## config.mk

```make
export PLATFORM = sky130hd
export DESIGN_NAME = wt_cache_subsystem
export DESIGN_NICKNAME = d
export VERILOG_FILES = /design/src/hw/wt_cache_pkg.sv /design/src/hw/wt_cache_subsystem.sv /design/src/hw/wt_dcache.sv /design/src/hw/wt_icache.sv /design/src/hw/wt_mem_arbiter.sv
export VERILOG_INCLUDE_DIRS = /design/src /design/src/hw
export SDC_FILE = /design/constraint.sdc
export NUM_CORES = 2
export LEC_CHECK = 0
export BUFFER_PORTS_ARGS = -buffer_cell sky130_fd_sc_hd__buf_2
export CORE_MARGIN = 2
export CORE_UTILIZATION = 55
export DETAILED_ROUTE_END_ITERATION = 10
export PLACE_DENSITY = 0.75
export SLEW_MARGIN = 10
export SYNTH_ARGS = -nofsm -noshare
export SYNTH_HDL_FRONTEND = slang
export SYNTH_HIERARCHICAL = 1
export SYNTH_SLANG_ARGS = --single-unit
export TNS_END_PERCENT = 20
```

## constraint.sdc

```tcl
create_clock -name clk_i -period 5.25 [get_ports clk_i]
set_input_delay 1.05 -clock clk_i [delete_from_list [all_inputs] [get_ports clk_i]]
set_output_delay 1.05 -clock clk_i [all_outputs]
set_load 0.05 [all_outputs]
```

## src/hw/wt_cache_config.svh

```systemverilog
//////////////////////////////////////////////////
// cache subsystem configuration
// widths and line count shared by the package
// and the cache modules
//////////////////////////////////////////////////

`ifndef WT_CACHE_CONFIG_SVH
`define WT_CACHE_CONFIG_SVH

// byte address width
`define WT_ADDR_W 32

// word width, one word per line
`define WT_DATA_W 32

// line index width, taken from address bits 5..2
`define WT_INDEX_W 4

// number of lines in each cache
`define WT_LINES 16

`endif

```

## src/hw/wt_cache_pkg.sv

```systemverilog
//////////////////////////////////////////////////
// cache subsystem package
// vector types and FSM state encodings
//////////////////////////////////////////////////

`include "wt_cache_config.svh"

package wt_cache_pkg;

  // vectors with a meaning
  typedef logic [`WT_ADDR_W-1:0]              addr_t;
  typedef logic [`WT_DATA_W-1:0]              word_t;
  typedef logic [`WT_DATA_W/8-1:0]            be_t;
  typedef logic [`WT_INDEX_W-1:0]             index_t;
  // tag is everything above index and byte offset
  typedef logic [`WT_ADDR_W-`WT_INDEX_W-3:0]  tag_t;

  // instruction cache FSM
  typedef enum logic [1:0] {
    IC_IDLE,
    IC_LOOKUP,
    IC_REFILL
  } icache_state_e;

  // data cache FSM
  typedef enum logic [2:0] {
    DC_IDLE,
    DC_LOOKUP,
    DC_REFILL,
    DC_WRITE,
    DC_FLUSH
  } dcache_state_e;

  // memory adapter FSM
  typedef enum logic {
    ARB_IDLE,
    ARB_BUSY
  } arb_state_e;

endpackage

```

## src/hw/wt_cache_subsystem.sv

```systemverilog
//////////////////////////////////////////////////
// cache subsystem top level
// instruction and data cache fanning into one
// Wishbone memory adapter
//////////////////////////////////////////////////

module wt_cache_subsystem (
  input  logic                 clk_i,
  input  logic                 rst_i,
  // fetch port
  input  logic                 fetch_req_i,
  input  wt_cache_pkg::addr_t  fetch_addr_i,
  output logic                 fetch_valid_o,
  output wt_cache_pkg::word_t  fetch_data_o,
  // data port
  input  logic                 data_req_i,
  input  logic                 data_we_i,
  input  wt_cache_pkg::addr_t  data_addr_i,
  input  wt_cache_pkg::word_t  data_wdata_i,
  input  wt_cache_pkg::be_t    data_be_i,
  output logic                 data_ack_o,
  output wt_cache_pkg::word_t  data_rdata_o,
  // cache maintenance
  input  logic                 icache_flush_i,
  input  logic                 dcache_flush_i,
  output logic                 dcache_flush_ack_o,
  // Wishbone master
  output logic                 wb_cyc_o,
  output logic                 wb_stb_o,
  output logic                 wb_we_o,
  output wt_cache_pkg::addr_t  wb_adr_o,
  output wt_cache_pkg::word_t  wb_dat_o,
  output wt_cache_pkg::be_t    wb_sel_o,
  input  logic                 wb_ack_i,
  input  wt_cache_pkg::word_t  wb_dat_i,
  // status
  output logic                 icache_miss_o,
  output logic                 dcache_miss_o,
  output logic                 busy_o
);

  import wt_cache_pkg::*;

  // icache to adapter
  logic   ic_mem_req;
  addr_t  ic_mem_addr;
  logic   ic_mem_ack;

  // dcache to adapter
  logic   dc_mem_req;
  logic   dc_mem_we;
  addr_t  dc_mem_addr;
  word_t  dc_mem_wdata;
  be_t    dc_mem_be;
  logic   dc_mem_ack;

  // read data shared by both returns
  word_t  mem_rdata;

  logic   icache_busy;
  logic   dcache_busy;

  assign busy_o = icache_busy | dcache_busy;

  wt_icache u_wt_icache (
    .clk_i         ( clk_i          ),
    .rst_i         ( rst_i          ),
    .flush_i       ( icache_flush_i ),
    .fetch_req_i   ( fetch_req_i    ),
    .fetch_addr_i  ( fetch_addr_i   ),
    .fetch_valid_o ( fetch_valid_o  ),
    .fetch_data_o  ( fetch_data_o   ),
    .miss_o        ( icache_miss_o  ),
    .busy_o        ( icache_busy    ),
    .mem_req_o     ( ic_mem_req     ),
    .mem_addr_o    ( ic_mem_addr    ),
    .mem_ack_i     ( ic_mem_ack     ),
    .mem_rdata_i   ( mem_rdata      )
  );

  wt_dcache u_wt_dcache (
    .clk_i        ( clk_i              ),
    .rst_i        ( rst_i              ),
    .flush_i      ( dcache_flush_i     ),
    .flush_ack_o  ( dcache_flush_ack_o ),
    .data_req_i   ( data_req_i         ),
    .data_we_i    ( data_we_i          ),
    .data_addr_i  ( data_addr_i        ),
    .data_wdata_i ( data_wdata_i       ),
    .data_be_i    ( data_be_i          ),
    .data_ack_o   ( data_ack_o         ),
    .data_rdata_o ( data_rdata_o       ),
    .miss_o       ( dcache_miss_o      ),
    .busy_o       ( dcache_busy        ),
    .mem_req_o    ( dc_mem_req         ),
    .mem_we_o     ( dc_mem_we          ),
    .mem_addr_o   ( dc_mem_addr        ),
    .mem_wdata_o  ( dc_mem_wdata       ),
    .mem_be_o     ( dc_mem_be          ),
    .mem_ack_i    ( dc_mem_ack         ),
    .mem_rdata_i  ( mem_rdata          )
  );

  wt_mem_arbiter u_wt_mem_arbiter (
    .clk_i      ( clk_i        ),
    .rst_i      ( rst_i        ),
    .ic_req_i   ( ic_mem_req   ),
    .ic_addr_i  ( ic_mem_addr  ),
    .ic_ack_o   ( ic_mem_ack   ),
    .dc_req_i   ( dc_mem_req   ),
    .dc_we_i    ( dc_mem_we    ),
    .dc_addr_i  ( dc_mem_addr  ),
    .dc_wdata_i ( dc_mem_wdata ),
    .dc_be_i    ( dc_mem_be    ),
    .dc_ack_o   ( dc_mem_ack   ),
    .rdata_o    ( mem_rdata    ),
    .wb_cyc_o   ( wb_cyc_o     ),
    .wb_stb_o   ( wb_stb_o     ),
    .wb_we_o    ( wb_we_o      ),
    .wb_adr_o   ( wb_adr_o     ),
    .wb_dat_o   ( wb_dat_o     ),
    .wb_sel_o   ( wb_sel_o     ),
    .wb_ack_i   ( wb_ack_i     ),
    .wb_dat_i   ( wb_dat_i     )
  );

endmodule

```

## src/hw/wt_dcache.sv

```systemverilog
//////////////////////////////////////////////////
// data cache
// direct-mapped, write-through, no write allocate
// read misses refill one word, flush handshake
//////////////////////////////////////////////////

`include "wt_cache_config.svh"

module wt_dcache (
  input  logic                 clk_i,
  input  logic                 rst_i,
  input  logic                 flush_i,
  output logic                 flush_ack_o,
  input  logic                 data_req_i,
  input  logic                 data_we_i,
  input  wt_cache_pkg::addr_t  data_addr_i,
  input  wt_cache_pkg::word_t  data_wdata_i,
  input  wt_cache_pkg::be_t    data_be_i,
  output logic                 data_ack_o,
  output wt_cache_pkg::word_t  data_rdata_o,
  output logic                 miss_o,
  output logic                 busy_o,
  output logic                 mem_req_o,
  output logic                 mem_we_o,
  output wt_cache_pkg::addr_t  mem_addr_o,
  output wt_cache_pkg::word_t  mem_wdata_o,
  output wt_cache_pkg::be_t    mem_be_o,
  input  logic                 mem_ack_i,
  input  wt_cache_pkg::word_t  mem_rdata_i
);

  import wt_cache_pkg::*;

  dcache_state_e         state_q;
  // request fields, captured while idle
  addr_t                 addr_q;
  word_t                 wdata_q;
  be_t                   be_q;

  // line storage
  tag_t                  tag_arr_q  [`WT_LINES];
  word_t                 data_arr_q [`WT_LINES];
  logic [`WT_LINES-1:0]  valid_q;

  index_t                idx;
  tag_t                  tag;
  logic                  hit;

  // byte-wise merge of store data into a line
  function automatic word_t merge_bytes(word_t old_w, word_t new_w, be_t be);
    word_t res;
    res = old_w;
    for (int b = 0; b < `WT_DATA_W/8; b++) begin
      if (be[b]) begin
        res[8*b +: 8] = new_w[8*b +: 8];
      end
    end
    return res;
  endfunction

  //////////////////////////////////////////////////
  // lookup and memory port
  //////////////////////////////////////////////////

  assign idx = addr_q[`WT_INDEX_W+1:2];
  assign tag = addr_q[`WT_ADDR_W-1:`WT_INDEX_W+2];
  assign hit = valid_q[idx] && (tag_arr_q[idx] == tag);

  // read misses only, writes never look up
  assign miss_o      = (state_q == DC_LOOKUP) && !hit;
  assign busy_o      = (state_q != DC_IDLE);
  // flush state lasts exactly one cycle
  assign flush_ack_o = (state_q == DC_FLUSH);

  assign mem_req_o   = (state_q == DC_REFILL) || (state_q == DC_WRITE);
  assign mem_we_o    = (state_q == DC_WRITE);
  assign mem_addr_o  = {addr_q[`WT_ADDR_W-1:2], 2'b00};
  assign mem_wdata_o = wdata_q;
  // refill reads the whole word
  assign mem_be_o    = (state_q == DC_WRITE) ? be_q : '1;

  //////////////////////////////////////////////////
  // control FSM
  //////////////////////////////////////////////////

  always_ff @(posedge clk_i) begin
    if (rst_i) begin
      state_q    <= DC_IDLE;
      valid_q    <= '0;
      data_ack_o <= 1'b0;
    end else begin
      data_ack_o <= 1'b0;
      case (state_q)
        DC_IDLE: begin
          // flush has priority over a new access
          if (flush_i) begin
            valid_q <= '0;
            state_q <= DC_FLUSH;
          end else if (data_req_i && !data_ack_o) begin
            state_q <= data_we_i ? DC_WRITE : DC_LOOKUP;
          end
        end
        DC_LOOKUP: begin
          if (hit) begin
            data_ack_o <= 1'b1;
            state_q    <= DC_IDLE;
          end else begin
            state_q <= DC_REFILL;
          end
        end
        DC_REFILL: begin
          if (mem_ack_i) begin
            valid_q[idx] <= 1'b1;
            data_ack_o   <= 1'b1;
            state_q      <= DC_IDLE;
          end
        end
        DC_WRITE: begin
          // store completes once memory has taken it
          if (mem_ack_i) begin
            data_ack_o <= 1'b1;
            state_q    <= DC_IDLE;
          end
        end
        DC_FLUSH: state_q <= DC_IDLE;
        default:  state_q <= DC_IDLE;
      endcase
    end
  end

  //////////////////////////////////////////////////
  // request fields, arrays and read data
  //////////////////////////////////////////////////

  always_ff @(posedge clk_i) begin
    if (state_q == DC_IDLE) begin
      addr_q  <= data_addr_i;
      wdata_q <= data_wdata_i;
      be_q    <= data_be_i;
    end
    if (state_q == DC_LOOKUP) begin
      data_rdata_o <= data_arr_q[idx];
    end
    if ((state_q == DC_REFILL) && mem_ack_i) begin
      tag_arr_q[idx]  <= tag;
      data_arr_q[idx] <= mem_rdata_i;
      data_rdata_o    <= mem_rdata_i;
    end
    // write hit keeps the cached copy in step with memory
    if ((state_q == DC_WRITE) && mem_ack_i && hit) begin
      data_arr_q[idx] <= merge_bytes(data_arr_q[idx], wdata_q, be_q);
    end
  end

endmodule

```

## src/hw/wt_icache.sv

```systemverilog
//////////////////////////////////////////////////
// instruction cache
// direct-mapped, read-only, one word per line
// registered lookup, refill through the adapter
//////////////////////////////////////////////////

`include "wt_cache_config.svh"

module wt_icache (
  input  logic                 clk_i,
  input  logic                 rst_i,
  input  logic                 flush_i,
  input  logic                 fetch_req_i,
  input  wt_cache_pkg::addr_t  fetch_addr_i,
  output logic                 fetch_valid_o,
  output wt_cache_pkg::word_t  fetch_data_o,
  output logic                 miss_o,
  output logic                 busy_o,
  output logic                 mem_req_o,
  output wt_cache_pkg::addr_t  mem_addr_o,
  input  logic                 mem_ack_i,
  input  wt_cache_pkg::word_t  mem_rdata_i
);

  import wt_cache_pkg::*;

  icache_state_e         state_q;
  // request address, captured while idle
  addr_t                 addr_q;

  // line storage
  tag_t                  tag_arr_q  [`WT_LINES];
  word_t                 data_arr_q [`WT_LINES];
  logic [`WT_LINES-1:0]  valid_q;

  index_t                idx;
  tag_t                  tag;
  logic                  hit;

  //////////////////////////////////////////////////
  // lookup
  //////////////////////////////////////////////////

  assign idx = addr_q[`WT_INDEX_W+1:2];
  assign tag = addr_q[`WT_ADDR_W-1:`WT_INDEX_W+2];
  assign hit = valid_q[idx] && (tag_arr_q[idx] == tag);

  // one-cycle pulse, lookup lasts one cycle
  assign miss_o = (state_q == IC_LOOKUP) && !hit;
  assign busy_o = (state_q != IC_IDLE);

  // word-aligned read towards the adapter
  assign mem_req_o  = (state_q == IC_REFILL);
  assign mem_addr_o = {addr_q[`WT_ADDR_W-1:2], 2'b00};

  //////////////////////////////////////////////////
  // control FSM
  //////////////////////////////////////////////////

  always_ff @(posedge clk_i) begin
    if (rst_i) begin
      state_q       <= IC_IDLE;
      valid_q       <= '0;
      fetch_valid_o <= 1'b0;
    end else begin
      fetch_valid_o <= 1'b0;
      case (state_q)
        IC_IDLE: begin
          // flush wins, a held fetch is taken next cycle
          if (flush_i) begin
            valid_q <= '0;
          end else if (fetch_req_i && !fetch_valid_o) begin
            // skip the ack cycle, req still high from last fetch
            state_q <= IC_LOOKUP;
          end
        end
        IC_LOOKUP: begin
          if (hit) begin
            fetch_valid_o <= 1'b1;
            state_q       <= IC_IDLE;
          end else begin
            state_q <= IC_REFILL;
          end
        end
        IC_REFILL: begin
          // wait for the adapter, then fill and return
          if (mem_ack_i) begin
            valid_q[idx]  <= 1'b1;
            fetch_valid_o <= 1'b1;
            state_q       <= IC_IDLE;
          end
        end
        default: state_q <= IC_IDLE;
      endcase
    end
  end

  //////////////////////////////////////////////////
  // address, arrays and read data
  //////////////////////////////////////////////////

  always_ff @(posedge clk_i) begin
    if (state_q == IC_IDLE) begin
      addr_q <= fetch_addr_i;
    end
    if (state_q == IC_LOOKUP) begin
      fetch_data_o <= data_arr_q[idx];
    end
    // refill writes the line and forwards the word
    if ((state_q == IC_REFILL) && mem_ack_i) begin
      tag_arr_q[idx]  <= tag;
      data_arr_q[idx] <= mem_rdata_i;
      fetch_data_o    <= mem_rdata_i;
    end
  end

endmodule

```

## src/hw/wt_mem_arbiter.sv

```systemverilog
//////////////////////////////////////////////////
// memory adapter
// round-robin between both caches onto one
// Wishbone classic master port
//////////////////////////////////////////////////

module wt_mem_arbiter (
  input  logic                 clk_i,
  input  logic                 rst_i,
  input  logic                 ic_req_i,
  input  wt_cache_pkg::addr_t  ic_addr_i,
  output logic                 ic_ack_o,
  input  logic                 dc_req_i,
  input  logic                 dc_we_i,
  input  wt_cache_pkg::addr_t  dc_addr_i,
  input  wt_cache_pkg::word_t  dc_wdata_i,
  input  wt_cache_pkg::be_t    dc_be_i,
  output logic                 dc_ack_o,
  output wt_cache_pkg::word_t  rdata_o,
  output logic                 wb_cyc_o,
  output logic                 wb_stb_o,
  output logic                 wb_we_o,
  output wt_cache_pkg::addr_t  wb_adr_o,
  output wt_cache_pkg::word_t  wb_dat_o,
  output wt_cache_pkg::be_t    wb_sel_o,
  input  logic                 wb_ack_i,
  input  wt_cache_pkg::word_t  wb_dat_i
);

  import wt_cache_pkg::*;

  arb_state_e  state_q;
  logic        cyc_q;
  // last grant, 1 for dcache, also the current owner while busy
  logic        last_dc_q;
  logic        ic_go;
  logic        dc_go;
  logic        pick_dc;

  // a cache still sees its ack this cycle, its req is stale
  assign ic_go   = ic_req_i && !ic_ack_o;
  assign dc_go   = dc_req_i && !dc_ack_o;
  // on a tie the cache not served last wins
  assign pick_dc = dc_go && (!ic_go || !last_dc_q);

  // classic single transfer, stb follows cyc
  assign wb_cyc_o = cyc_q;
  assign wb_stb_o = cyc_q;

  //////////////////////////////////////////////////
  // grant FSM
  //////////////////////////////////////////////////

  always_ff @(posedge clk_i) begin
    if (rst_i) begin
      state_q   <= ARB_IDLE;
      cyc_q     <= 1'b0;
      last_dc_q <= 1'b0;
      ic_ack_o  <= 1'b0;
      dc_ack_o  <= 1'b0;
    end else begin
      ic_ack_o <= 1'b0;
      dc_ack_o <= 1'b0;
      case (state_q)
        ARB_IDLE: begin
          if (ic_go || dc_go) begin
            cyc_q     <= 1'b1;
            last_dc_q <= pick_dc;
            state_q   <= ARB_BUSY;
          end
        end
        ARB_BUSY: begin
          // hold the bus through any wait states
          if (wb_ack_i) begin
            cyc_q    <= 1'b0;
            ic_ack_o <= !last_dc_q;
            dc_ack_o <= last_dc_q;
            state_q  <= ARB_IDLE;
          end
        end
        default: state_q <= ARB_IDLE;
      endcase
    end
  end

  //////////////////////////////////////////////////
  // bus fields and read data
  //////////////////////////////////////////////////

  always_ff @(posedge clk_i) begin
    // fields only matter once cyc is up
    if (state_q == ARB_IDLE) begin
      wb_we_o  <= pick_dc && dc_we_i;
      wb_adr_o <= pick_dc ? dc_addr_i : ic_addr_i;
      wb_dat_o <= dc_wdata_i;
      // instruction fetches read the full word
      wb_sel_o <= pick_dc ? dc_be_i : '1;
    end
    if ((state_q == ARB_BUSY) && wb_ack_i) begin
      rdata_o <= wb_dat_i;
    end
  end

endmodule

```

==> impl_metrics.env <==
export IMPL_status="finished clean"
export IMPL_layout_drive_gt1_share_pct=33.8
export IMPL_hp_start="fetch_addr_i[8]"
export IMPL_grt_max_degree=76
export IMPL_cts_htree_levels=4
export IMPL_fmax_mhz=193
export IMPL_ant_nets=0
export IMPL_startpoint_type="flip-flop"
export IMPL_fp_dieH_um=395
export IMPL_io_buffers=276
export IMPL_worstPathCellList="buf_12, buf_4, nor2b_1, buf_4, a22oi_1, a21oi_1, nor3b_1, o2111ai_1, or4b_4, nor4_4, buf_4, nor3_1, buf_6"
export IMPL_drt_wl_total_um=205000
export IMPL_worstHoldPathType="input pin to flip-flop"
export IMPL_yosysUniqueCellTypes=84
export IMPL_dieArea_um2=156000
export IMPL_fillers=9705
export IMPL_cts_tree="done"
export IMPL_crit_required_ns=4.20
export IMPL_vias=41642
export IMPL_wl_per_cell_um=31.6
export IMPL_fin_setup_tns_ns=0
export IMPL_powerDensity_nw_per_um2=423
export IMPL_nNetsFinal=4415
export IMPL_synthCells=3785
export IMPL_num_io_pins=281
export IMPL_wl_met3_um=20600
export IMPL_finalWeightedCongestion=0.816
export IMPL_crit_path_top_delay_cell="or4b_4"
export IMPL_antenna_found_initial=19
export IMPL_layout_cells_non_filler=6487
export IMPL_grt_pass1_wl_um=294000
export IMPL_grt_ovfl_total=0
export IMPL_report_final_hold_viol_count=0
export IMPL_top_layer_used="met5"
export IMPL_cts_hold_buf=0
export IMPL_p_leak_nw=31.2
export IMPL_finalClockSkew_ns=0.0282
export IMPL_crit_path_frequent_cell="buf_4"
export IMPL_timing_final_ws_setup_ns=0.0695
export IMPL_syn_area_um2=84000
export IMPL_wl_met2_um=100000
export IMPL_met1_length_um=77200
export IMPL_ys_async_sr_fraction_pct=0
export IMPL_pre_cts_ws_ns=0.136
export IMPL_worst_pin_slew_ns=1.21
export IMPL_core_area_um2=152000
export IMPL_clock_sinks=2169
export IMPL_yosysSeqAreaShare_pct=76.9
export IMPL_place_hpwl_um=112000
export IMPL_numPlacedInstances=6065
export IMPL_ys_ff_latch=2169
export IMPL_slew_headroom_pct=19.3
export IMPL_clk_insertion_delay_late_ns=0.84
export IMPL_drt_vias_per_instance=6.42
export IMPL_yosys_warnings=6
export IMPL_maxCapViolCount=0
export IMPL_dieWidth_um=395
export IMPL_grt_pass1_vias=42133
export IMPL_path_clk_slew_ns=0.06
export IMPL_rsz0062_at_grt="yes"
export IMPL_drt_iter0_markers=5055
export IMPL_maxSlewViolCount=0
export IMPL_row_count=143
export IMPL_start_util_pct=55.3
export IMPL_cp_arrival_ns=4.13
export IMPL_drc=0
export IMPL_path_class="flip-flop to output pin"
export IMPL_peakVddDrop_mv=0.324
export IMPL_dominantRegCellSynth="edfxtp_1"
export IMPL_clock_path_buffers=3
export IMPL_syn_to_final_growth_pct=14.2
export IMPL_min_period_ns=5.18
export IMPL_grt_usage_pct=26.3
export IMPL_fin_area_um2=96000
export IMPL_worstSetupEndpointType="output pin"
export IMPL_synth_edf_count=2117
export IMPL_cp_slowest_stage_delay_ns=0.56
export IMPL_setup_viol=0
export IMPL_cts_root_buffer="clkbuf_16"
export IMPL_syn_area_per_cell_um2=22.2
export IMPL_firstDrtPassIters=6
export IMPL_cp_max_fo=6
export IMPL_post_route_period_util_pct=98.7
export IMPL_numCtsBuffers=205
export IMPL_placed_cell_area_um2=89100
[area by class of cell]
| cell class | count | area, um^2 | area share (%) |
|---|---|---|---|
| diodes | 10 | 25.0 | 0.0261 |
| clock buffers | 263 | 5460 | 5.69 |
| clock inverters | 119 | 906 | 0.944 |
| inverters | 22 | 95.1 | 0.0991 |
| multi-input cells | 1409 | 18900 | 19.6 |
| flip-flops and latches | 2169 | 64600 | 67.4 |
| well taps | 2030 | 2540 | 2.65 |
| repair buffers | 465 | 3450 | 3.59 |
[metrics by stage]
stage / hold slack [ns] / power (mW) / util [%]
final: 0.385 / 40.6 / 63.2
after global routing: 0.362 / 41.8 / 63.2
after CTS: 0.326 / 40.7 / 63.1
after detailed placement: 0.444 / 26.6 / 58.6
after global placement: 0.440 / 26.5 / 58.6
after floorplan: 0.420 / 24.8 / -
[kinds of logic after synthesis]
logic type	Yosys count	share of synthesized area, %
AOI/OAI and AO/OA	200	1.65
xor gates and xnor gates	53	0.552
adders and majority gates	3	0.0447
buffers and inverters	209	1.30
DFF	2169	76.9
muxes	819	17.5
other	2	0.00894
and+or+nand+nor	330	2.05
[where the power goes]
| part | switching [mW] | internal [mW] | total (mW) |
|---|---|---|---|
| logic | 3.47 | 2.68 | 6.15 |
| clock network | 6.23 | 7.84 | 14.1 |
| registers | 0.640 | 19.7 | 20.4 |
[flip-flops by register name, indices dropped and copies added, names as in the netlist, 30 cells and up, named ones only]
register / cells
u_wt_dcache/data_rdata_o: 32
u_wt_mem_arbiter/rdata_o: 32
u_wt_dcache/addr_q: 30
u_wt_icache/fetch_data_o: 32
u_wt_icache/data_arr_q: 512
u_wt_icache/tag_arr_q: 416
u_wt_mem_arbiter/wb_dat_o: 32
u_wt_dcache/mem_wdata_o: 32
u_wt_dcache/tag_arr_q: 416
u_wt_mem_arbiter/wb_adr_o: 32
u_wt_dcache/data_arr_q: 512
u_wt_icache/addr_q: 30
[Yosys cell counts (11+ instances only)]
cell type	count	area share, %
buf_1	26	0.12
buf_6	15	0.20
a21oi_1	50	0.30
buf_4	23	0.21
a22o_1	11	0.11
clkbuf_1	71	0.32
nor2b_1	28	0.21
mux2_2	151	2.0
xnor2_1	39	0.41
mux2i_1	148	1.8
a31oi_1	17	0.13
nor3_1	19	0.11
nand4_1	15	0.11
a22oi_1	37	0.33
mux2_4	31	0.55
nand2b_1	17	0.13
o22ai_1	11	0.082
edfxtp_1	2117	76
inv_1	17	0.076
buf_2	49	0.29
nand3_1	24	0.14
dfxtp_1	52	1.2
mux4_2	478	13
nand2_1	60	0.27
nor2_1	100	0.45
o21ai_0	12	0.071
xor2_1	14	0.15
mux4_1	11	0.34
[repair_timing]
action                     4_1_cts  5_1_grt
pin swaps                        3        3
setup endpoints to repair        2        2
gates cloned                     0        0
buffers inserted                28        3
resized for setup               33        7
[critical path, delay by kind of cell, from the launching register on]
kind                   cells  cell delay (ns)
AND/OR/NAND/NOR            5             1.44
buffers and inverters      5             0.83
flip-flops                 1             0.40
AO/OA/AOI/OAI              3             0.61
[layer usage]
metal | vias to the layer above | track usage, %
li1 | 16893 | -
met1 | 21939 | 36.5
met2 | 2387 | 42.3
met3 | 409 | 5.32
met4 | 14 | 8.71
met5 | - | 0
[placed cells by master, fill, tap and decap left out, types with 10 or more instances in the layout]
cell / Yosys / final
a22o_1: 11 / 11
a31oi_1: 17 / 17
edfxtp_1: 2117 / 2117
mux2i_1: 148 / 148
buf_4: 23 / 135
a21oi_1: 50 / 33
and3_1: 10 / 10
mux4_2: 478 / 478
xor2_1: 14 / 14
clkinv_1: 3 / 54
nor2_4: 0 / 33
buf_2: 49 / 275
diode_2: 0 / 10
nand3_1: 24 / 24
o21ai_0: 12 / 12
mux2_4: 31 / 31
nor2b_1: 28 / 24
buf_12: 2 / 43
o22ai_1: 11 / 11
a22oi_1: 37 / 37
or2_2: 10 / 10
clkinv_2: 0 / 40
a21oi_4: 0 / 17
nand2_1: 60 / 58
bufinv_16: 0 / 10
clkbuf_1: 71 / 51
nand2b_1: 17 / 16
nor3_1: 19 / 19
nand4_1: 15 / 15
clkbuf_16: 0 / 209
mux2_2: 151 / 151
mux4_1: 11 / 11
inv_1: 17 / 14
xnor2_1: 39 / 37
nor2_1: 100 / 66
dfxtp_1: 52 / 44
[worst paths after layout]
| kind | endpoint | slack [ns] | cells after the start |
|---|---|---|---|
| min reg2reg | u_wt_mem_arbiter/wb_dat_o[12] | 0.44 | 0 |
| min | u_wt_icache/addr_q[8] | 0.39 | 1 |
| max reg2reg | u_wt_dcache/data_arr_q[11][20] | 0.43 | 11 |
| max | dcache_miss_o | 0.07 | 13 |
Note: power is estimated with default switching activity, not from simulation.
